### config.mk
export PLATFORM = sky130hd
export DESIGN_NAME = obi_port_ctrl
export DESIGN_NICKNAME = d
export VERILOG_FILES = /design/src/source/obi_mem_pkg.sv /design/src/source/obi_port_ctrl.sv
export VERILOG_INCLUDE_DIRS = /design/src /design/src/source
export SDC_FILE = /design/constraint.sdc
export NUM_CORES = 1
export LEC_CHECK = 0
export BUFFER_PORTS_ARGS = -buffer_cell sky130_fd_sc_hd__buf_2
export CAP_MARGIN = 0
export CORE_ASPECT_RATIO = 2
export CORE_UTILIZATION = 34
export CTS_CLUSTER_DIAMETER = 60
export DETAILED_ROUTE_END_ITERATION = 7
export GPL_TIMING_DRIVEN = 1
export PLACE_DENSITY = 0.66
export SYNTH_ARGS = -nofsm -noshare
export SYNTH_HDL_FRONTEND = slang
export SYNTH_SLANG_ARGS = --single-unit
### constraint.sdc
create_clock -name clk_i -period 2.1 [get_ports clk_i]
set_input_delay 0.42 -clock clk_i [delete_from_list [all_inputs] [get_ports clk_i]]
set_output_delay 0.42 -clock clk_i [all_outputs]
set_load 0.05 [all_outputs]
### src/source/obi_mem_defines.svh
// OBI memory wrapper defines
// Bus widths, RAM size and the virtual-peripheral address map shared
// by the package and the RTL blocks

`ifndef OBI_MEM_DEFINES_SVH
`define OBI_MEM_DEFINES_SVH

// ----------------------------------------------------------------------
// Bus widths
// ----------------------------------------------------------------------
`define OBI_ADDR_W 32
`define OBI_DATA_W 32
// One enable per byte lane of the data bus
`define OBI_BE_W 4

// ----------------------------------------------------------------------
// RAM geometry
// ----------------------------------------------------------------------
// Word address width, 1024 words of 32 bits at byte address 0
`define RAM_ADDR_W 10
`define RAM_DEPTH (1 << `RAM_ADDR_W)

// ----------------------------------------------------------------------
// Virtual peripherals
// ----------------------------------------------------------------------
`define VP_BASE 32'h1000_0000
// Write-only character sink
`define VP_STDOUT_ADDR (`VP_BASE)
// Test-exit status, readable
`define VP_EXIT_ADDR (`VP_BASE + 32'h4)

`endif

### src/source/obi_mem_pkg.sv
// OBI memory wrapper types
// Request and response structs for the instruction and data ports,
// plus the bundle of virtual-peripheral outputs

`include "obi_mem_defines.svh"

package obi_mem_pkg;

    // ------------------------------------------------------------------
    // Requests
    // ------------------------------------------------------------------

    // Instruction fetch, always a full word read
    typedef struct packed {
        logic [`OBI_ADDR_W-1:0] addr;
    } obi_instr_req_t;

    // Data access with write enable and byte lanes
    typedef struct packed {
        logic [`OBI_ADDR_W-1:0] addr;
        logic                   we;
        logic [`OBI_BE_W-1:0]   be;
        logic [`OBI_DATA_W-1:0] wdata;
    } obi_data_req_t;

    // ------------------------------------------------------------------
    // Responses
    // ------------------------------------------------------------------

    // Same response shape on both ports
    typedef struct packed {
        logic [`OBI_DATA_W-1:0] rdata;
        logic                   err;
    } obi_rsp_t;

    // ------------------------------------------------------------------
    // Virtual peripherals
    // ------------------------------------------------------------------

    // Stdout strobe and sticky test-exit status
    typedef struct packed {
        logic                   stdout_valid;
        logic [7:0]             stdout_char;
        logic                   exit_valid;
        logic [`OBI_DATA_W-1:0] exit_code;
    } vp_out_t;

endpackage

### src/source/obi_port_ctrl.sv
// OBI port responder
// Grants every request, issues the accepted request downstream one
// cycle later and returns the target response with rvalid
// Also checks the request parity line and keeps a sticky alert

`timescale 1ns/1ps

`include "obi_mem_defines.svh"

module obi_port_ctrl #(
    parameter type REQ_T = obi_mem_pkg::obi_data_req_t
) (
    input  logic                 clk_i,
    input  logic                 reset_i,
    input  logic                 req_i,
    input  logic                 reqpar_i,
    input  REQ_T                 req_payload_i,
    output logic                 gnt_o,
    output logic                 rvalid_o,
    output obi_mem_pkg::obi_rsp_t rsp_o,
    output logic                 issue_o,
    output REQ_T                 issue_payload_o,
    input  obi_mem_pkg::obi_rsp_t issue_rsp_i,
    output logic                 alert_o
);

    import obi_mem_pkg::*;

    logic     accept;
    logic     issue_q;
    REQ_T     payload_q;
    obi_rsp_t rsp_q;
    logic     parity_bad;
    logic     alert_q;

    // ------------------------------------------------------------------
    // Request side
    // ------------------------------------------------------------------

    // No wait states, the port never stalls
    assign gnt_o  = req_i;
    assign accept = req_i && gnt_o;

    always_ff @(posedge clk_i) begin
        if (reset_i) begin
            issue_q <= 1'b0;
        end else begin
            issue_q <= accept;
        end
    end

    // Payload only moves on acceptance
    always_ff @(posedge clk_i) begin
        if (accept) begin
            payload_q <= req_payload_i;
        end
    end

    assign issue_o         = issue_q;
    assign issue_payload_o = payload_q;

    // ------------------------------------------------------------------
    // Response side
    // ------------------------------------------------------------------

    // rready is tied high, so the response goes out in the issue cycle
    assign rvalid_o = issue_q;

    // Keep the last response on the bus between transfers
    always_ff @(posedge clk_i) begin
        if (issue_q) begin
            rsp_q <= issue_rsp_i;
        end
    end

    assign rsp_o = issue_q ? issue_rsp_i : rsp_q;

    // ------------------------------------------------------------------
    // Request parity
    // ------------------------------------------------------------------

    // reqpar must be the inverse of req in every cycle
    assign parity_bad = (reqpar_i == req_i);

    always_ff @(posedge clk_i) begin
        if (reset_i) begin
            alert_q <= 1'b0;
        end else begin
            alert_q <= alert_q | parity_bad;
        end
    end

    assign alert_o = alert_q;

    // Each response pairs with a handshake one cycle earlier
    a_rvalid_after_accept: assert property (
        @(posedge clk_i) disable iff (reset_i)
        rvalid_o |-> $past(req_i && gnt_o)
    );

    // Grant must never run ahead of the core
    a_gnt_needs_req: assert property (
        @(posedge clk_i) disable iff (reset_i)
        gnt_o |-> req_i
    );

endmodule

==> summary.md <==
| Metric | Value |
|---|---|
| Outcome | `finished clean` |
| GRT overflow | `0` |
| Synth Cell Area | `3370 sq um` |
| Top cells by area, synth | `edfxtp_1, dfxtp_1, mux2_4, buf_12, mux2_2` |
| Clk_skew | `8.81 ps` |
| Post-route ant nets | `0` |
| R2r setup slk | `1010 ps` |
| Top-count cell post-synth | `edfxtp_1` |
| DRT Wirelength | `7030 um` |
| Commonest cells in the netlist | `edfxtp_1, dfxtp_1, mux2_4` |
| Vias in the first global route | `2028` |
| EDFF count, synth | `69` |
| Multi-input gate area | `504 sq um` |
| Vias | `2087` |
| First-pass GRT wire length | `9860 um` |
| Cell Pwr Density | `1110 nW/um^2` |
| Placed Cells | `486` |
| IO buf count | `211` |
| Endpoint, Worst Hold | `alert_o$_SDFF_PP0_` |
| Clk root buf | `clkbuf_16` |
| R2R cell count | `2` |
| Period utilization | `92.4%` |
| CP Launch Type | `register` |
| Yosys warnings | `0` |
| Leading area contributor after synthesis | `edfxtp_1` |
| DR WL/cell | `14.0 um` |
| Slew @ Worst Pin | `358 ps` |
| Yosys reg bits | `104` |
| Leakage power | `0.00222 uW` |
| Total power | `5400 uW` |
| Syn Nets | `253` |
| Seq/Total Area, Yosys | `82.3%` |
| Max-Cap Viols | `0` |
| Setup Viol. Count Final | `0` |
| Post-CTS Setup Repair Bufs | `0` |
| 1st-iter DRT viols | `80` |
| Final setup TNS | `0 ps` |
| Die area | `10300 sq um` |
| Post-synth top area share | `61.5%` |
| WP data required | `1680 ps` |
| Fill count | `882` |
| GP Congestion | `0.725` |
| Hold Buf Count CTS | `0` |
| RR Endpoint | `rsp_q[32]$_DFF_P_` |
| Top_reg_cell synth | `edfxtp_1` |
| Vias/cell | `4.16` |
| IO Pins | `212` |
| Share of layout cells above drive strength 1 | `70.8%` |
| CTS tree | `built` |
| Largest net degree at the start of global routing | `72` |
| Setup CP Type | `register to output port` |
| Core Rows | `51` |
| Ant diodes | `0` |
| Core Region | `9700 sq um` |
| Clk slew on worst S/H paths | `70 ps` |
| Non-filler cells, final | `502` |
| Initial antenna violation count | `0` |
| WHS Path Cells | `2` |
| First-pass DRT Iterations | `4` |
| Drt drc | `0` |
| Minimum clock period | `1940 ps` |
| FF-to-FF Start | `issue_o$_SDFF_PP0_` |
| Mean Syn Cell Area | `22.9 sq um` |
| # resized after CTS | `0` |
| Die Height | `143 um` |
| Placed wire-length estimate | `5340 um` |
| Initial Utilization | `34.7%` |
| Overall Global Routing Usage | `13.1%` |
| Clk sinks | `104` |
| Worst Hold Class | `input pin to register` |
| Num CTS Buffers | `9` |
| Htree depth | `3` |
| Crit path DAT | `1520 ps` |
| RSZ-0062 raised after global routing | `false` |
| Syn Inst Count | `147` |
| Setup WS post-layout | `159 ps` |
| Final net count | `471` |
| P&R area growth vs syn | `44.0%` |
| Asr flop ratio synth | `0%` |
| Hold violation count in the final report | `0` |
| CP Capture Type | `output port` |
| Cell variety after synth | `11` |
| Maximum vdd drop | `0.693 mV` |
| FF+latch area | `2770 sq um` |
| Hold Crit Start | `reset_i` |
| Clock insertion delay at the later pin of the skew report | `340 ps` |
| Longest Clk Path Bufs | `2` |
| CP max FO | `35` |
| DP Worst Slack | `494 ps` |
| Max Clk Rate | `515 MHz` |
| Max-slew violation count | `0` |
| Rel. slew slack | `76.1%` |
| Die span in x | `72.4 um` |
-- kinds of logic after synthesis --
group,share of synthesized area (%)
buffers and inverters,2.68
flip-flops,82.3
AND/OR/NAND/NOR,0.186
AO/OA/AOI/OAI,0.149
multiplexers,14.4
XOR/XNOR,0.260
-- placed cells by master (no fill, tap or decap) --
cell type     n
bufinv_16     1
edfxtp_1     69
inv_6         1
dfxtp_2       1
clkbuf_1      1
buf_2       211
mux2_4       30
a21oi_1       1
inv_1         1
clkinvlp_4    1
buf_12        2
mux2_2        3
clkbuf_16     9
clkinv_4      1
inv_8         2
xor2_1        1
nor2b_1       1
dfxtp_1      34
-- final cells by class --
type | instances | area share, %
clock buffer | 10 | 4.72
sequential | 104 | 57.2
clock inverter | 6 | 1.60
tap | 132 | 3.41
timing repair buffer | 213 | 22.6
multi-input combinational | 36 | 10.4
inverter | 1 | 0.0774
-- stage by stage --
| step | area [sq um] | hold WS (ps) | utilization, % |
|---|---|---|---|
| global route | 4850 | 233 | 50.0 |
| finish | 4850 | 252 | 50.0 |
| CTS | 4850 | 236 | 50.0 |
| floorplan | 3370 | 489 | - |
| detailed placement | 4540 | 438 | 46.8 |
| global placement | 4540 | 433 | 46.8 |
-- flip-flops by register name, summed over array words and instances, names as in the netlist --
| signal | flops |
|---|---|
| alert_o | 1 |
| issue_o | 1 |
| issue_payload_o | 69 |
| rsp_q | 33 |
-- metal layers --
| metal | track usage, % | routed length, um | part of all wire [%] | vias up |
|---|---|---|---|---|
| met4 | 7.84 | 198 | 2.8 | 0 |
| met5 | 0 | 0 | 0 | - |
| met2 | 23.0 | 3870 | 55 | 125 |
| met3 | 3.74 | 540 | 7.7 | 14 |
| li1 | - | - | - | 980 |
| met1 | 13.4 | 2420 | 34 | 968 |
-- how the worst max path moves through the flow --
stage | startpoint | endpoint | slack (ps) | depth (start not counted)
3_5_place_dp | issue_o$_SDFF_PP0_ | rsp_o[32] | 490 | 3
6_report | issue_o$_SDFF_PP0_ | rsp_o[32] | 160 | 3
3_3_place_gp | issue_o$_SDFF_PP0_ | rsp_o[32] | 520 | 3
4_1_cts | issue_o$_SDFF_PP0_ | rsp_o[32] | 130 | 3
2_1_floorplan | issue_o$_SDFF_PP0_ | rsp_o[0] | 300 | 3
5_1_grt | issue_o$_SDFF_PP0_ | rsp_o[32] | 100 | 3
-- report_power, final --
group | total (uW) | internal [uW] | switching (uW) | leakage, uW
Clock | 1680 | 948 | 730 | 0.000147
Sequential | 2450 | 2400 | 52.2 | 0.000971
Combinational | 1270 | 341 | 930 | 0.00110
Total | 5400 | 3690 | 1710 | 0.00222
-- critical path, stage by stage (launching register included) --
cell     delay, ps
dfxtp_2        340
buf_12         250
mux2_2         380
buf_2          210
No activity file was read; power rests on OpenSTA's default activity.
