===== src/source/obi_mem_defines.svh =====
// OBI memory wrapper defines
// Bus widths, RAM size and the virtual-peripheral address map shared
// by the package and the RTL blocks

`ifndef OBI_MEM_DEFINES_SVH
`define OBI_MEM_DEFINES_SVH

// ----------------------------------------------------------------------
// Bus widths
// ----------------------------------------------------------------------
`define OBI_ADDR_W 32
`define OBI_DATA_W 32
// One enable per byte lane of the data bus
`define OBI_BE_W 4

// ----------------------------------------------------------------------
// RAM geometry
// ----------------------------------------------------------------------
// Word address width, 1024 words of 32 bits at byte address 0
`define RAM_ADDR_W 10
`define RAM_DEPTH (1 << `RAM_ADDR_W)

// ----------------------------------------------------------------------
// Virtual peripherals
// ----------------------------------------------------------------------
`define VP_BASE 32'h1000_0000
// Write-only character sink
`define VP_STDOUT_ADDR (`VP_BASE)
// Test-exit status, readable
`define VP_EXIT_ADDR (`VP_BASE + 32'h4)

`endif


===== src/source/obi_mem_pkg.sv =====
// OBI memory wrapper types
// Request and response structs for the instruction and data ports,
// plus the bundle of virtual-peripheral outputs

`include "obi_mem_defines.svh"

package obi_mem_pkg;

    // ------------------------------------------------------------------
    // Requests
    // ------------------------------------------------------------------

    // Instruction fetch, always a full word read
    typedef struct packed {
        logic [`OBI_ADDR_W-1:0] addr;
    } obi_instr_req_t;

    // Data access with write enable and byte lanes
    typedef struct packed {
        logic [`OBI_ADDR_W-1:0] addr;
        logic                   we;
        logic [`OBI_BE_W-1:0]   be;
        logic [`OBI_DATA_W-1:0] wdata;
    } obi_data_req_t;

    // ------------------------------------------------------------------
    // Responses
    // ------------------------------------------------------------------

    // Same response shape on both ports
    typedef struct packed {
        logic [`OBI_DATA_W-1:0] rdata;
        logic                   err;
    } obi_rsp_t;

    // ------------------------------------------------------------------
    // Virtual peripherals
    // ------------------------------------------------------------------

    // Stdout strobe and sticky test-exit status
    typedef struct packed {
        logic                   stdout_valid;
        logic [7:0]             stdout_char;
        logic                   exit_valid;
        logic [`OBI_DATA_W-1:0] exit_code;
    } vp_out_t;

endpackage


===== src/source/vp_status.sv =====
// Virtual peripherals
// Stdout character strobe and sticky test-exit status, written
// through the data port window

`timescale 1ns/1ps

`include "obi_mem_defines.svh"

module vp_status (
    input  logic                       clk_i,
    input  logic                       reset_i,
    input  logic                       sel_i,
    input  obi_mem_pkg::obi_data_req_t req_i,
    output logic [`OBI_DATA_W-1:0]     rdata_o,
    output obi_mem_pkg::vp_out_t       vp_o
);

    import obi_mem_pkg::*;

    logic                   stdout_hit;
    logic                   exit_hit;
    logic [7:0]             char_q;
    logic                   exit_valid_q;
    logic [`OBI_DATA_W-1:0] exit_code_q;

    // Writes only, reads are answered through rdata_o
    assign stdout_hit = sel_i && req_i.we && (req_i.addr == `VP_STDOUT_ADDR);
    assign exit_hit   = sel_i && req_i.we && (req_i.addr == `VP_EXIT_ADDR);

    // ------------------------------------------------------------------
    // Stdout
    // ------------------------------------------------------------------

    // Last character seen, low byte regardless of byte enables
    always_ff @(posedge clk_i) begin
        if (stdout_hit) begin
            char_q <= req_i.wdata[7:0];
        end
    end

    // ------------------------------------------------------------------
    // Exit status
    // ------------------------------------------------------------------

    // Set once, held until reset
    always_ff @(posedge clk_i) begin
        if (reset_i) begin
            exit_valid_q <= 1'b0;
            exit_code_q  <= '0;
        end else if (exit_hit) begin
            exit_valid_q <= 1'b1;
            exit_code_q  <= req_i.wdata;
        end
    end

    assign rdata_o = exit_code_q;

    // Strobe lines up with rvalid of the write
    assign vp_o.stdout_valid = stdout_hit;
    assign vp_o.stdout_char  = stdout_hit ? req_i.wdata[7:0] : char_q;
    assign vp_o.exit_valid   = exit_valid_q;
    assign vp_o.exit_code    = exit_code_q;

    // Exit status only clears through reset
    a_exit_sticky: assert property (
        @(posedge clk_i)
        ($past(exit_valid_q) && !exit_valid_q) |-> $past(reset_i)
    );

endmodule


===== config.mk =====
export PLATFORM = sky130hd
export DESIGN_NAME = vp_status
export DESIGN_NICKNAME = d
export VERILOG_FILES = /design/src/source/obi_mem_pkg.sv /design/src/source/vp_status.sv
export VERILOG_INCLUDE_DIRS = /design/src /design/src/source
export SDC_FILE = /design/constraint.sdc
export NUM_CORES = 1
export LEC_CHECK = 0
export ABC_AREA = 1
export BUFFER_PORTS_ARGS = -buffer_cell sky130_fd_sc_hd__buf_2
export CORE_UTILIZATION = 35
export DETAILED_ROUTE_END_ITERATION = 16
export PLACE_DENSITY = 0.69
export SLEW_MARGIN = 10
export SYNTH_ARGS = -nofsm -noshare
export SYNTH_HDL_FRONTEND = slang
export SYNTH_SLANG_ARGS = --single-unit
export TNS_END_PERCENT = 50

===== constraint.sdc =====
create_clock -name clk_i -period 1.6 [get_ports clk_i]
set_clock_uncertainty 0.2 [all_clocks]
set_input_delay 0.08 -clock clk_i [delete_from_list [all_inputs] [get_ports clk_i]]
set_output_delay 0.08 -clock clk_i [all_outputs]
set_load 0.05 [all_outputs]

==> flow_summary.yaml, run 1 <==
sta:
  period_minus_slack_ns: 1.54
  fmax_mhz: 650
  fin_crit_sh: 0.961
  setup_violations: 0
  maxSlewHeadroom: 0.769
  hold_violations: 0
  slew_viol_final: 0
  worst_slew_pin_slew_ns: 0.345
  layout_setup_ws_ns: 0.0618
  holdWs_ns: 0.00248
hold_path:
  hold_path.class: "primary input to register"
  holdPathStages: 4
die:
  core_sq_mm: 0.00603
  die_h_microns: 81.9
  rows: 28
  die_w_microns: 81.9
  fp.dieArea_sq_mm: 0.00670
  io_pins: 146
  start_util: 0.370
global_route:
  grt_pass1_wl_mm: 8.96
  grt_max_degree: 34
  antenna_found_initial: 0
  track_usage: 0.174
  gr-total-overflow: 0
  grt_pass1_vias: 2182
setup_path:
  cp.required_ns: 1.32
  crit_path_max_fanout: 8
  ff2ff_path_depth: 2
  cp-start-kind: "primary input"
  cp_data_arrival_time_ns: 1.26
  end_kind: "output port"
  critical_path_class: "primary input to output port"
  reg2reg_slack_ns: 0.77
finish:
  antennaDiodeCount: 0
  area_growth_pct: 47.2
  fin_area_sq_mm: 0.00329
  num-nets-final: 548
  drive_above_1_share: 0.344
job:
  maxCapViolCount: 0
route:
  ant_nets: 0
  drt_iter0_drc: 90
  drc: 0
  firstDrtPassIters: 4
  drt-total-wl_mm: 6.03
  vias_per_cell: 4.49
  drt-wirelength-per-cell_microns: 10.9
  vias: 2478
logic_synthesis:
  yosys_register_bits: 41
  synth_nets: 411
  ys_types: 16
  avgSynthCellArea_sq_um: 6.58
  synthCells: 339
  syn_area_sq_mm: 0.00223
  ys_seq_area_frac: 0.368
  synth_warnings: 0
clocking:
  clockRootBuffer: "clkbuf_8"
  holdBufCountCts: 33
  clk_latency_ns: 0.28
  post-cts-setup-buffers: 0
  cts_tree: "done"
  h-tree-depth: 2
  cts_sinks: 41
  cts_made_buffers: 5
  cts_max_path_buffers: 2
  clk_pin_slew_worst_paths_ns: 0.07
place:
  hpwl_mm: 4.12
  dpl_cell_area_sq_mm: 0.00277
  io_buffers: 141
  place_congestion: 0.808
  dp_slack_ns: 0.00246
power_and_ir_drop:
  ir_worst_vdd_mv: 0.453
  leakage_nw: 1.78
  power_density_mw_per_mm2: 649
outcome:
  outcome: "completed"
## state kept, by name, summed over array words and instances, names as in the netlist
name and count:
rdata_o 32, exit_valid_q 1, char_q 8
## metal layers
layer	vias up	wire length, microns	global-route usage
met2	115	3030	0.322
met4	0	75	0.0737
li1	1287	-	-
met1	1069	2570	0.189
met5	-	0	0
met3	7	356	0.0367
## logic make-up after synthesis
group,Yosys count,synth area share
AO/OA/AOI/OAI,33,0.0740
buffers and inverters,89,0.228
flip-flops,41,0.368
AND/OR/NAND/NOR,176,0.330
## placed cells by master, fill, tap and decap left out
master,n
nand2_1,67
bufinv_16,1
clkbuf_8,6
buf_8,1
buf_6,6
buf_12,3
nand3_1,32
nand4_1,8
buf_2,133
nor2_2,3
clkbuf_1,1
inv_1,36
nand3_4,1
dlygate4sd3_1,33
nand2_2,1
dfxtp_1,41
a21oi_1,33
clkinv_1,1
nor2_1,61
buf_4,6
nor2_4,3
## repair_timing
action                                  4_1_cts  5_1_grt
endpoints found under the setup margin        1        9
hold endpoints to repair                     41        1
resized for setup                             1       27
pin swaps                                     0        4
## worst paths after layout
| kind | startpoint | endpoint |
|---|---|---|
| worst min register to register | char_q[5] | char_q[5] |
| worst min-delay path | req_i[40] | char_q[7] |
| worst max-delay path | req_i[46] | vp_o[36] |
| worst max register to register | rdata_o[23] | rdata_o[23] |
## worst max-delay path: stages
cell and delay, ns:
buf_2 0.10, nor2_1 0.13, nand2_1 0.07, nor2_1 0.09, nand2_1 0.09, nor2_4 0.15, buf_12 0.13, nand4_1 0.07
nand2_1 0.12, buf_4 0.21
## Yosys cell counts
library cell / count / share of area
a21oi_1: 33 / 0.074
buf_1: 7 / 0.012
buf_2: 2 / 0.0045
buf_4: 34 / 0.11
buf_6: 6 / 0.030
clkbuf_1: 3 / 0.0050
clkinv_1: 1 / 0.0017
dfxtp_1: 41 / 0.37
inv_1: 36 / 0.061
nand2_1: 68 / 0.11
nand3_1: 32 / 0.072
nand3_2: 1 / 0.0045
nand4_1: 8 / 0.022
nor2_1: 65 / 0.11
nor2_2: 1 / 0.0028
nor2_4: 1 / 0.0050
## layout make-up
type | count | area (sq um)
Fill cell | 592 | 2740
Timing Repair Buffer | 182 | 1180
Multi-Input combinational cell | 209 | 932
Sequential cell | 41 | 821
Inverter | 37 | 139
Tap cell | 75 | 93.8
Clock buffer | 7 | 86.3
Clock inverter | 1 | 30.0
## report_power, final
part / switching, mW / internal [mW] / leakage [nW] / total [mW]
logic: 0.122 / 0.143 / 1.40 / 0.264
clock network: 0.341 / 0.509 / 0.0585 / 0.850
registers: 0.000000000339 / 1.02 / 0.330 / 1.02
## through the flow
stage / setup TNS [ns] / cells / total power [mW] / utilization
after global placement: 0 / 511 / 1.24 / 0.460
final: 0 / 552 / 2.13 / 0.545
after CTS: 0 / 552 / 2.16 / 0.534
after floorplan: 0 / 339 / 1.13 / -
after detailed placement: 0 / 511 / 1.24 / 0.460
after global routing: -0.0355 / 552 / 2.23 / 0.545
Power figures use the tool's default switching activity.
==> run 2: changes to the inputs <==
CORE_ASPECT_RATIO = 1.25   (was default)
==> flow_summary.yaml, run 2 (synthesis gave the netlist of run 1 again) <==
outcome:
  outcome: "completed"
place:
  dp.cells: 523
  hpwl_mm: 3.91
  place_congestion: 0.723
  dp_slack_ns: -0.0243
  io_buffers: 141
global_route:
  track_usage: 0.175
  grt_pass1_wl_mm: 9.30
  antenna_found_initial: 0
  grt_max_degree: 43
  gr-total-overflow: 0
  grt_pass1_vias: 2172
finish:
  drive_above_1_share: 0.374
  final_cell_mix: "buf_2, nand2_1, nor2_1, dfxtp_1, inv_1"
  final_cell_count_no_fill: 569
  num-nets-final: 555
  final_common_cell: "buf_2"
  largest_reg_flops: 32
  area_growth_pct: 55.3
  antennaDiodeCount: 0
die:
  io_pins: 146
  die_w_microns: 73.4
  rows: 32
  die_h_microns: 91.3
  core_sq_mm: 0.00617
  fp.dieArea_sq_mm: 0.00670
  start_util: 0.362
job:
  maxCapViolCount: 0
setup_path:
  end_kind: "output port"
  cp_data_arrival_time_ns: 1.27
  crit_path_max_fanout: 6
  cp.required_ns: 1.32
  cp-start-kind: "primary input"
  critical_path_class: "primary input to output port"
sta:
  maxSlewHeadroom: 0.727
  fmax_mhz: 645
  period_minus_slack_ns: 1.55
  fin_crit_sh: 0.970
  rsz0062_at_grt: "yes"
  fin_tns_setup_ns: 0
  hold_violations: 0
  worst_slew_pin_slew_ns: 0.409
  setup_violations: 0
  layout_setup_ws_ns: 0.0487
  slew_viol_final: 0
  holdWs_ns: 0.0279
clocking:
  clockRootBuffer: "clkbuf_8"
  cts_max_path_buffers: 2
  cts_made_buffers: 5
  clk_pin_slew_worst_paths_ns: 0.08
  h-tree-depth: 2
  clk_latency_ns: 0.28
  cts_tree: "done"
  cts_sinks: 41
route:
  drc: 0
  drt-wirelength-per-cell_microns: 10.9
  firstDrtPassIters: 4
  drt_iter0_drc: 68
  drt-total-wl_mm: 6.22
  vias: 2494
  vias_per_cell: 4.38
  ant_nets: 0
hold_path:
  hold_path.class: "primary input to register"
power_and_ir_drop:
  power_density_mw_per_mm2: 574
  leakage_nw: 1.83
  ir_worst_vdd_mv: 0.279
-- run 2: cell types whose count changed in the layout (fill, tap and decap cells not counted), moves of 2 or more --
cell	change
buf_2	-12
nor2_1	-12
buf_6	+11
nor2_4	+10
buf_4	+6
clkbuf_1	+2
nor2_2	+2
-- run 2: worst paths after layout --
path	from	endpoint	slack (ns)	depth (start not counted)
setup / recovery	req_i[55]	vp_o[35]	0.05	10
hold reg to reg	char_q[3]	char_q[3]	0.26	2
setup reg to reg	rdata_o[1]	rdata_o[1]	0.77	2
hold / removal	req_i[40]	char_q[1]	0.03	5
-- run 2: metrics by stage --
step / utilization / instance area (sq um) / power, mW
floorplan: - / 2230 / 1.13
global placement: 0.454 / 2800 / 1.24
detailed placement: 0.454 / 2800 / 1.24
CTS: 0.525 / 3240 / 1.95
global route: 0.562 / 3470 / 2.09
finish: 0.562 / 3470 / 1.99
-- run 2: cell type report --
cell class | count | area [sq um]
fill | 631 | 2700
timing repair buffer | 188 | 1300
sequential | 41 | 821
multi-input combinational | 210 | 1020
inverter | 37 | 139
tap | 85 | 106
clock buffer | 8 | 80.1
-- run 2: power breakdown --
group	switching [mW]	internal, mW	total [mW]
Clock	0.332	0.310	0.642
Sequential	0.000000000338	1.02	1.02
Combinational	0.143	0.184	0.327
Total	0.475	1.51	1.99
-- run 2: repair_timing --
action	CTS	global route
pin swaps	0	22
gates cloned	0	1
hold endpoints to repair	41	0
gates resized for setup	8	45
endpoints found under the setup margin	7	9
hold buffers	33	0
setup buffers	0	4
-- run 2: critical path, cell delays in order --
cell     delay, ns
buf_8         0.10
nor2_4        0.10
nand2_1       0.07
nor2_1        0.10
nand2_1       0.09
nor2_4        0.20
buf_6         0.14
nand4_1       0.08
nand2_1       0.10
buf_4         0.20
-- run 2: metal layers --
layer | wire length (microns) | vias up | global-route usage
li1 | - | 1307 | -
met1 | 2520 | 1077 | 0.204
met2 | 3320 | 98 | 0.314
met3 | 253 | 12 | 0.0244
met4 | 131 | 0 | 0.0705
met5 | 0 | - | 0
