===== src/source/obi_mem_defines.svh =====
// OBI memory wrapper defines
// Bus widths, RAM size and the virtual-peripheral address map shared
// by the package and the RTL blocks

`ifndef OBI_MEM_DEFINES_SVH
`define OBI_MEM_DEFINES_SVH

// ----------------------------------------------------------------------
// Bus widths
// ----------------------------------------------------------------------
`define OBI_ADDR_W 32
`define OBI_DATA_W 32
// One enable per byte lane of the data bus
`define OBI_BE_W 4

// ----------------------------------------------------------------------
// RAM geometry
// ----------------------------------------------------------------------
// Word address width, 1024 words of 32 bits at byte address 0
`define RAM_ADDR_W 10
`define RAM_DEPTH (1 << `RAM_ADDR_W)

// ----------------------------------------------------------------------
// Virtual peripherals
// ----------------------------------------------------------------------
`define VP_BASE 32'h1000_0000
// Write-only character sink
`define VP_STDOUT_ADDR (`VP_BASE)
// Test-exit status, readable
`define VP_EXIT_ADDR (`VP_BASE + 32'h4)

`endif


===== src/source/obi_mem_pkg.sv =====
// OBI memory wrapper types
// Request and response structs for the instruction and data ports,
// plus the bundle of virtual-peripheral outputs

`include "obi_mem_defines.svh"

package obi_mem_pkg;

    // ------------------------------------------------------------------
    // Requests
    // ------------------------------------------------------------------

    // Instruction fetch, always a full word read
    typedef struct packed {
        logic [`OBI_ADDR_W-1:0] addr;
    } obi_instr_req_t;

    // Data access with write enable and byte lanes
    typedef struct packed {
        logic [`OBI_ADDR_W-1:0] addr;
        logic                   we;
        logic [`OBI_BE_W-1:0]   be;
        logic [`OBI_DATA_W-1:0] wdata;
    } obi_data_req_t;

    // ------------------------------------------------------------------
    // Responses
    // ------------------------------------------------------------------

    // Same response shape on both ports
    typedef struct packed {
        logic [`OBI_DATA_W-1:0] rdata;
        logic                   err;
    } obi_rsp_t;

    // ------------------------------------------------------------------
    // Virtual peripherals
    // ------------------------------------------------------------------

    // Stdout strobe and sticky test-exit status
    typedef struct packed {
        logic                   stdout_valid;
        logic [7:0]             stdout_char;
        logic                   exit_valid;
        logic [`OBI_DATA_W-1:0] exit_code;
    } vp_out_t;

endpackage


===== src/source/obi_data_router.sv =====
// Data-port address decoder
// Steers an issued data access to the RAM or the virtual peripherals,
// and answers anything else with an error

`timescale 1ns/1ps

`include "obi_mem_defines.svh"

module obi_data_router (
    input  logic                       issue_i,
    input  obi_mem_pkg::obi_data_req_t req_i,
    output obi_mem_pkg::obi_rsp_t      rsp_o,
    output logic                       d_en_o,
    output logic                       d_we_o,
    output logic [`OBI_BE_W-1:0]       d_be_o,
    output logic [`OBI_ADDR_W-1:0]     d_addr_o,
    output logic [`OBI_DATA_W-1:0]     d_wdata_o,
    input  logic [`OBI_DATA_W-1:0]     d_rdata_i,
    output logic                       vp_sel_o,
    input  logic [`OBI_DATA_W-1:0]     vp_rdata_i
);

    import obi_mem_pkg::*;

    logic ram_hit;
    logic vp_hit;

    // ------------------------------------------------------------------
    // Decode
    // ------------------------------------------------------------------

    // RAM covers the first 4 KiB
    assign ram_hit = (req_i.addr[`OBI_ADDR_W-1:`RAM_ADDR_W+2] == '0);

    // Only the two peripheral registers respond in the window
    assign vp_hit = (req_i.addr == `VP_STDOUT_ADDR) ||
                    (req_i.addr == `VP_EXIT_ADDR);

    // ------------------------------------------------------------------
    // Targets
    // ------------------------------------------------------------------

    // RAM data port
    assign d_en_o    = issue_i && ram_hit;
    assign d_we_o    = req_i.we;
    assign d_be_o    = req_i.be;
    assign d_addr_o  = req_i.addr;
    assign d_wdata_o = req_i.wdata;

    // Peripheral select
    assign vp_sel_o = issue_i && vp_hit;

    // ------------------------------------------------------------------
    // Response
    // ------------------------------------------------------------------

    always_comb begin
        rsp_o = '0;
        if (ram_hit) begin
            rsp_o.rdata = d_rdata_i;
        end else if (vp_hit) begin
            // Both window registers read back the exit code
            rsp_o.rdata = vp_rdata_i;
        end else begin
            // Unmapped, rdata stays zero
            rsp_o.err = 1'b1;
        end
    end

endmodule


===== config.mk =====
export PLATFORM = sky130hd
export DESIGN_NAME = obi_data_router
export DESIGN_NICKNAME = d
export VERILOG_FILES = /design/src/source/obi_mem_pkg.sv /design/src/source/obi_data_router.sv
export VERILOG_INCLUDE_DIRS = /design/src /design/src/source
export SDC_FILE = /design/constraint.sdc
export NUM_CORES = 1
export LEC_CHECK = 0
export BUFFER_PORTS_ARGS = -buffer_cell sky130_fd_sc_hd__buf_2
export CAP_MARGIN = 15
export CELL_PAD_IN_SITES_DETAIL_PLACEMENT = 0
export CELL_PAD_IN_SITES_GLOBAL_PLACEMENT = 1
export CORE_MARGIN = 10
export CORE_UTILIZATION = 16
export DETAILED_ROUTE_END_ITERATION = 10
export PLACE_DENSITY = 0.89
export SLEW_MARGIN = 20
export SYNTH_ARGS = -nofsm -noshare
export SYNTH_HDL_FRONTEND = slang
export SYNTH_SLANG_ARGS = --single-unit

===== constraint.sdc =====
create_clock -name vclk -period 1.5
set_clock_uncertainty 0.2 [all_clocks]
set_input_delay 0.225 -clock vclk [all_inputs]
set_output_delay 0.225 -clock vclk [all_outputs]
set_load 0.01 [all_outputs]

==> results.md, run 1 <==
* # IOs at 238
* WL final at 8442 um
* Via count at 1852
* Failing checks: setup timing
* Outcome: complete, but fails checks
* Setup violations, final at 35
* Crit path max-delay family: buffers and inverters
* Tot GR Track Use at 10.23%
* Nets at 431
* Synth Instances at 198
* Pre-antenna DRT Iters at 4
* Layout cell share with drive strength beyond 1 at 76.95%
* Critical path class: in -> out
* DPL Wire Length at 6005 um
* Initial Util at 16.61%
* Pwr Density at 167.2 mW/mm2
* # clk buffers at 0
* Inst Count DP at 414
* Die area at 0.01402 mm2
* Seq Cell Count at 0
* Vias in the first global route at 2153
* Tmin final at 1899 ps
* Yosys cell types at 16
* CP max-delay cell: nor4_4
* # fillers at 1034
* RSZ-0062 raised after global routing: true
* Fin. max-slew vios at 0
* Peak Freq at 526.6 MHz
* Critical path, cell by cell: buf_8, nor4_4, buf_6, buf_12, nand4_1, a211oi_2, buf_2
* Hold-fix buffers, CTS at 0
* WP depth at 7
* Critical path peak fanout at 17
* CP Launch Type: input pin
* Post-synthesis sequential area ratio at 0%
* Synth warn at 0
* Finished Layout Cells at 425
* Drt wl/cell at 19.86 um
* Mapped cell area at 0.001549 mm2
* Static Leak at 1.002 nW
* Register area at 0 um2
* GPL Wtd Cong at 0.7603
* Core Area at 0.009328 mm2
* First-pass GRT wire length at 11930 um
* Syn avg cell area at 7.823 um2
* Worst setup margin at -399.0 ps
* Final ANT Viol Nets at 0
* Rows at 35
* Area Overhead vs Synth at 54.20%
* Syn_nets at 332
* Max Cap Viol at 0
* Crit path buf inv count at 4
* Worst path arrival time at 1470 ps
* Largest net degree at the start of global routing at 36
* Congestion Overflow GR at 0
* HP Class: in -> out
* Max-slew headroom at 79.50%
* Worst setup path start: req_i[48]
* Die height at 118.4 um
* Vias per cell at 4.358
* Worst path max stage delay at 280 ps
* Worst Tran Pin Value at 307.4 ps
* Crit path to: rsp_o[21]
* Die W at 118.4 um
* Post-placement worst setup slack at -489.2 ps
* Initial antenna violation count at 1
* Port bufs at 162
* Number of DRC markers in iteration 0 at 52
* DRC violations left at 0
* Maximum vdd ir drop at 0.00009234 V
* Crit. End Element: output pin
* Final Hold Fails at 0
* Fin crit share at 126.6%
* Critical Path RT at 1070 ps
==> area by class of cell <==
| cell class | count | area (um2) | area share, % |
|---|---|---|---|
| antenna | 1 | 2.502 | 0.1048 |
| inverter | 1 | 3.754 | 0.1572 |
| multi-input combinational | 109 | 999.7 | 41.85 |
| tap | 129 | 161.4 | 6.757 |
| timing repair buffer | 185 | 1221 | 51.13 |
==> routing by layer <==
layer	vias to the layer above	track usage, %	routed length, um
met1	859	10.88	3217
li1	861	-	-
met5	-	0	0
met3	22	1.904	527
met2	110	20.06	4508
met4	0	2.443	190
==> cell families (layout without fill, tap and decap cells) <==
| logic type | after synthesis | after routing | synth area share [%] |
|---|---|---|---|
| compound gates | 33 | 33 | 25.77 |
| buf+inv | 89 | 186 | 40.55 |
| other cells | 0 | 1 | 0 |
| simple gates | 76 | 76 | 33.68 |
==> cells in the mapped netlist, types with 2 or more instances <==
library cell  instances  area [um2]
a211oi_1              2       15.01
a211oi_2             30       375.4
nand4_1              33       206.5
clkbuf_1              5       18.77
nand2b_1             32       200.2
buf_2                10       50.05
nor4_4                2       42.54
buf_4                69       518.0
nor4_1                6       37.54
buf_6                 3       33.78
==> cells in the final DEF, fill, tap and decap left out, drive strengths merged, types with 2 or more instances in the layout <==
master  synthesis  routed
clkbuf          5       2
buf            83     183
nand4          33      33
nor4            8       8
nand2b         32      32
a211oi         32      32
==> per-stage QoR <==
stage                     instance area, um2  power, mW  setup TNS (ps)  hold slack, ps  utilization, %
final                                   2389     0.3993          -11860           250.0           25.61
after global routing                    2389     0.4336          -14230           250.0           25.61
after CTS                               2330     0.3995          -12320           250.1           24.98
after detailed placement                2046     0.3465          -15280           250.1           21.93
after global placement                  2046     0.3389          -15520           250.1           21.93
after floorplan                         1558     0.2826           -4572           341.8               -
==> worst min path at each step <==
| stage | start | endpoint | slack, ps | depth (start not counted) |
|---|---|---|---|---|
| after detailed placement | req_i[32] | d_be_o[0] | 250 | 0 |
| after global placement | req_i[32] | d_be_o[0] | 250 | 0 |
| after global routing | req_i[17] | d_wdata_o[17] | 250 | 0 |
| after floorplan | req_i[37] | d_addr_o[0] | 340 | 1 |
| after CTS | req_i[32] | d_be_o[0] | 250 | 0 |
| final | req_i[0] | d_wdata_o[0] | 250 | 0 |
==> repair_timing <==
action                                  CTS  global route
gates resized for setup                  35             9
pin swaps                                21            27
gates cloned                              4             3
endpoints found under the setup margin   35            35
setup buffers                             5             0
==> report_power, final <==
part | switching [mW] | internal [mW]
Clock | 0 | 0.0000000892
Combinational | 0.194 | 0.206
Sequential | 0 | 0
Total | 0.194 | 0.206
No activity file was read; power rests on OpenSTA's default activity.
==> run 2: changes to the inputs <==
--- a/constraint.sdc
+++ b/constraint.sdc
@@ -4,2 +4,2 @@
 set_output_delay 0.225 -clock vclk [all_outputs]
-set_load 0.01 [all_outputs]
+set_load 0.1 [all_outputs]
==> run 2 against run 1 <==
Effect of this change:
- the run still ends with setup timing left
- cell count is 7.5% higher
- core utilization is 15 points higher
- die area stayed put
- via count is 5.1% higher
- maximum frequency is 8.0% lower
- hold slack hardly changed
- critical path depth stayed put
- critical endpoint is now rsp_o[1]
- global-route usage is 0.40 points higher
==> results.md, run 2 (same netlist as run 1, synthesis figures left out) <==
* Outcome: complete, but fails checks
* Failing checks: setup timing
* Vias in the first global route at 2244
* Worst path max stage delay at 290 ps
* Critical Path RT at 1070 ps
* Max layer used: met4
* Core Area at 0.009328 mm2
* First-pass GRT wire length at 12360 um
* Largest net degree at the start of global routing at 36
* Fin crit share at 137.6%
* Worst path arrival time at 1640 ps
* Congestion Overflow GR at 0
* CP max-delay cell: a211oi_4
* Met3 WL at 884 um
* Max Cap Viol at 0
* Die area at 0.01402 mm2
* Nets at 463
* Critical path peak fanout at 17
* Worst setup margin at -563.5 ps
* Hold worst-path end: d_wdata_o[11]
* PnR Total Power at 0.9399 mW
* Critical path class: in -> out
* RSZ-0062 raised after global routing: true
* Final Cell Area at 0.003819 mm2
* Tot GR Track Use at 10.64%
* Multi-input gate area at 0.001249 mm2
* # IOs at 238
* Final ANT Viol Nets at 0
* Placement-stage cell area at 0.003586 mm2
* WL met1 at 2874 um
* WL final at 8922 um
* Most used cell, CP: buf_12
* Port bufs at 162
* Final Hold Fails at 0
* Drt wl/cell at 19.52 um
* Critical path, cell by cell: buf_6, nor4_4, buf_4, buf_12, nand4_1, a211oi_4, buf_12
* Die height at 118.4 um
* Worst Tran Pin Value at 489.4 ps
* Setup TNS at -17670 ps
* Seq Cell Count at 0
* Most common cell after layout, fill and taps aside: buf_2
* DPL Wire Length at 7115 um
* Register area at 0 um2
* Via count at 1947
* Vias per cell at 4.260
* Hold slack at 250.0 ps
* Initial Util at 16.61%
* Setup violations, final at 35
* Met2 wire len at 4988 um
* Layout cell share with drive strength beyond 1 at 79.82%
* Pwr Density at 246.1 mW/mm2
* Most frequent cells in the layout: buf_2, buf_12, buf_4
* CP Launch Type: input pin
* Fin. max-slew vios at 0
* Peak Freq at 484.6 MHz
* Static Leak at 1.414 nW
* # fillers at 884
* Maximum vdd ir drop at 0.0002959 V
* Area Overhead vs Synth at 146.5%
* Final Core Density at 40.94%
* Number of DRC markers in iteration 0 at 68
* Tmin final at 2064 ps
* HP Class: in -> out
* Crit. End Element: output pin
* DRC violations left at 0
* Hold Path Cell Cnt at 0
* Initial antenna violation count at 0
* GPL Wtd Cong at 0.7745
* Min-delay src: req_i[11]
* # clk buffers at 0
* Max-slew headroom at 67.60%
* Die W at 118.4 um
* Rows at 35
* Hold-fix buffers, CTS at 0
* Pre-antenna DRT Iters at 4
run 2: cell count changes in the layout (fill, tap and decap cells not counted), moves of 2 or more:
cell,previous run,this run
buf_6,14,20
a211oi_4,0,30
nor4_4,5,7
buf_12,6,69
buf_8,4,2
buf_4,6,38
buf_2,152,86
a211oi_2,32,2
nor4_2,3,1
run 2: cell type report:
class                           instances  share of cell area, %
Timing Repair Buffer                  217                  62.91
Multi-Input combinational cell        109                  32.70
Tap cell                              129                  4.227
Inverter                                1                0.09830
Antenna cell                            1                0.06553
run 2: power by group:
part | switching (mW) | total (mW) | internal (mW)
logic | 0.560 | 0.940 | 0.380
registers | 0 | 0 | 0
clock network | 0 | 0.0000000895 | 0.0000000895
run 2: timing repair:
action                     CTS  global route
setup endpoints to repair   35            35
setup buffers                0             5
resized for setup           26             7
pin swaps                    8            46
gates cloned                 0             4
run 2: worst max path at each step:
stage,cells after the start,endpoint,start
global route,7,rsp_o[1],req_i[40]
finish,7,rsp_o[1],req_i[40]
floorplan,3,rsp_o[2],req_i[61]
detailed placement,6,rsp_o[0],req_i[43]
CTS,7,rsp_o[28],req_i[41]
global placement,6,rsp_o[0],req_i[43]
run 2: metrics by stage:
stage,worst slack (ps),std cells
after global routing,-627.0,456
after floorplan,-1118,198
after global placement,-632.3,447
final,-563.5,457
after CTS,-573.8,447
after detailed placement,-661.3,447
run 2: routing by layer:
| metal | GRT usage (%) | vias up |
|---|---|---|
| met4 | 2.824 | 0 |
| met5 | 0 | - |
| met2 | 21.70 | 116 |
| met3 | 4.093 | 20 |
| li1 | - | 893 |
| met1 | 9.323 | 918 |
run 2: critical path: cells and delay by family:
family / cells / cell delay [ps]
AO/OA/AOI/OAI: 1 / 290
buffers and inverters: 4 / 610
AND/OR/NAND/NOR: 2 / 480
==> run 3: changes to the inputs <==
CAP_MARGIN = unset   (was 15)
PLACE_DENSITY = 0.82   (was 0.89)
==> run 3 against run 2 <==
Effect of this change:
- the flow still finishes with violations (setup timing)
- die area unchanged
- cell count decreased by 1.1%
- via count decreased by 1.4%
- sequential share of layout area unchanged
- critical path depth decreased by 1
- core utilization increased by 0.64 points
- hold slack unchanged
- critical endpoint is now rsp_o[4]
- largest cell class unchanged
==> results.md, run 3 (same netlist as run 1, synthesis figures left out) <==
* Hold worst-path end: d_wdata_o[0]
* Critical path peak fanout at 20
* Critical Path RT at 1070 ps
* Nets at 459
* Inst Count DP at 442
* Seq Cell Count at 0
* Max Cap Viol at 0
* Maximum vdd ir drop at 0.0002725 V
* CP Launch Type: input pin
* Pwr Density at 241.6 mW/mm2
* Min-delay src: req_i[0]
* Max-slew headroom at 67.37%
* Congestion Overflow GR at 0
* CP max-delay cell: nor4_4
* RSZ-0062 raised after global routing: true
* Drt wl/cell at 19.02 um
* Number of DRC markers in iteration 0 at 49
* Die area at 0.01402 mm2
* DPL Wire Length at 7036 um
* Core Area at 0.009328 mm2
* GPL Wtd Cong at 0.7776
* DRC violations left at 0
* First-pass GRT wire length at 12700 um
* WL final at 8596 um
* Setup violations, final at 35
* Worst Tran Pin Value at 492.9 ps
* Multi-input gate area at 0.001280 mm2
* Placement-stage cell area at 0.003513 mm2
* Vias per cell at 4.246
* Fin crit share at 134.6%
* Worst path arrival time at 1590 ps
* Area Overhead vs Synth at 150.4%
* Tmin final at 2019 ps
* Outcome: complete, but fails checks
* Fin. max-slew vios at 0
* Via count at 1919
* Die W at 118.4 um
* Rows at 35
* Critical path class: in -> out
* Most common cell after layout, fill and taps aside: buf_2
* Worst path max stage delay at 340 ps
* Most used cell, CP: buf_6
* # IOs at 238
* # clk buffers at 0
* Most frequent cells in the layout: buf_2, buf_12, nand4_1
* Final Hold Fails at 0
* Crit. End Element: output pin
* Vias in the first global route at 2164
* Largest net degree at the start of global routing at 36
* Failing checks: setup timing
* Static Leak at 1.435 nW
* Final ANT Viol Nets at 0
* ANT cells at 0
* Worst setup margin at -519.3 ps
* # fillers at 862
* Register area at 0 um2
* Final Cell Area at 0.003879 mm2
* Pre-antenna DRT Iters at 4
* Initial antenna violation count at 0
* Finished Layout Cells at 452
* Tot GR Track Use at 10.84%
* Die height at 118.4 um
* Hold Path Cell Cnt at 0
* Layout cell share with drive strength beyond 1 at 79.57%
* Critical path, cell by cell: buf_6, nor4_4, buf_6, nand4_1, a211oi_4, buf_12
* Initial Util at 16.61%
* HP Class: in -> out
* Port bufs at 162
* Peak Freq at 495.2 MHz
==> run 3: cell count changes in the layout (fill, tap and decap cells not counted), moves of 2 or more <==
cell,before,now
buf_16,0,3
buf_4,38,29
buf_12,69,67
buf_8,2,5
==> run 3: power by group <==
part | internal (mW) | switching (mW)
Clock | 0 | 0
Combinational | 0.376 | 0.561
Sequential | 0 | 0
==> run 3: layer usage <==
layer,global-route usage (%),vias to the layer above,part of all wire (%)
met4,2.366,0,1.9
li1,-,883,-
met2,20.20,106,53
met3,4.379,24,11
met5,0,-,0
met1,11.09,906,34
==> run 3: cell type report <==
| type | instances | area share (%) |
|---|---|---|
| inverter | 1 | 0.09677 |
| timing repair buffer | 213 | 62.74 |
| multi-input combinational | 109 | 33.00 |
| tap | 129 | 4.161 |
==> run 3: worst max-delay path: cells and delay by family <==
family,cells,cell delay (ps)
AO/OA/AOI/OAI,1,300
AND/OR/NAND/NOR,2,510
buffers and inverters,3,550
==> run 3: worst max path at each step <==
| stage | start | endpoint | slack, ps | cells after the start |
|---|---|---|---|---|
| final | req_i[40] | rsp_o[4] | -520 | 6 |
| after detailed placement | req_i[38] | rsp_o[6] | -680 | 6 |
| after CTS | req_i[68] | rsp_o[23] | -560 | 7 |
| after global routing | req_i[41] | rsp_o[8] | -600 | 7 |
| after global placement | req_i[38] | rsp_o[19] | -630 | 6 |
| after floorplan | req_i[61] | rsp_o[2] | -1120 | 3 |
==> run 3: repair_timing <==
item | 4_1_cts | 5_1_grt
resized for setup | 38 | 16
setup buffers | 3 | 1
hold buffers | 0 | 0
cloned | 3 | 3
setup endpoints to repair | 35 | 35
pin swaps | 42 | 39
==> run 3: metrics by stage <==
step                      TNS (ps)  hold slack (ps)  utilization [%]  power (mW)  worst slack, ps
after global routing        -19380            250.1            41.58      0.9771           -602.9
after detailed placement    -21400            250.7            37.67      0.9044           -676.8
after CTS                   -18640            250.7            40.03      0.9374           -558.6
after global placement      -20920            250.7            37.67      0.8938           -625.9
after floorplan             -35670            461.5                -      0.9977            -1118
final                       -16850            250.0            41.58      0.9370           -519.3
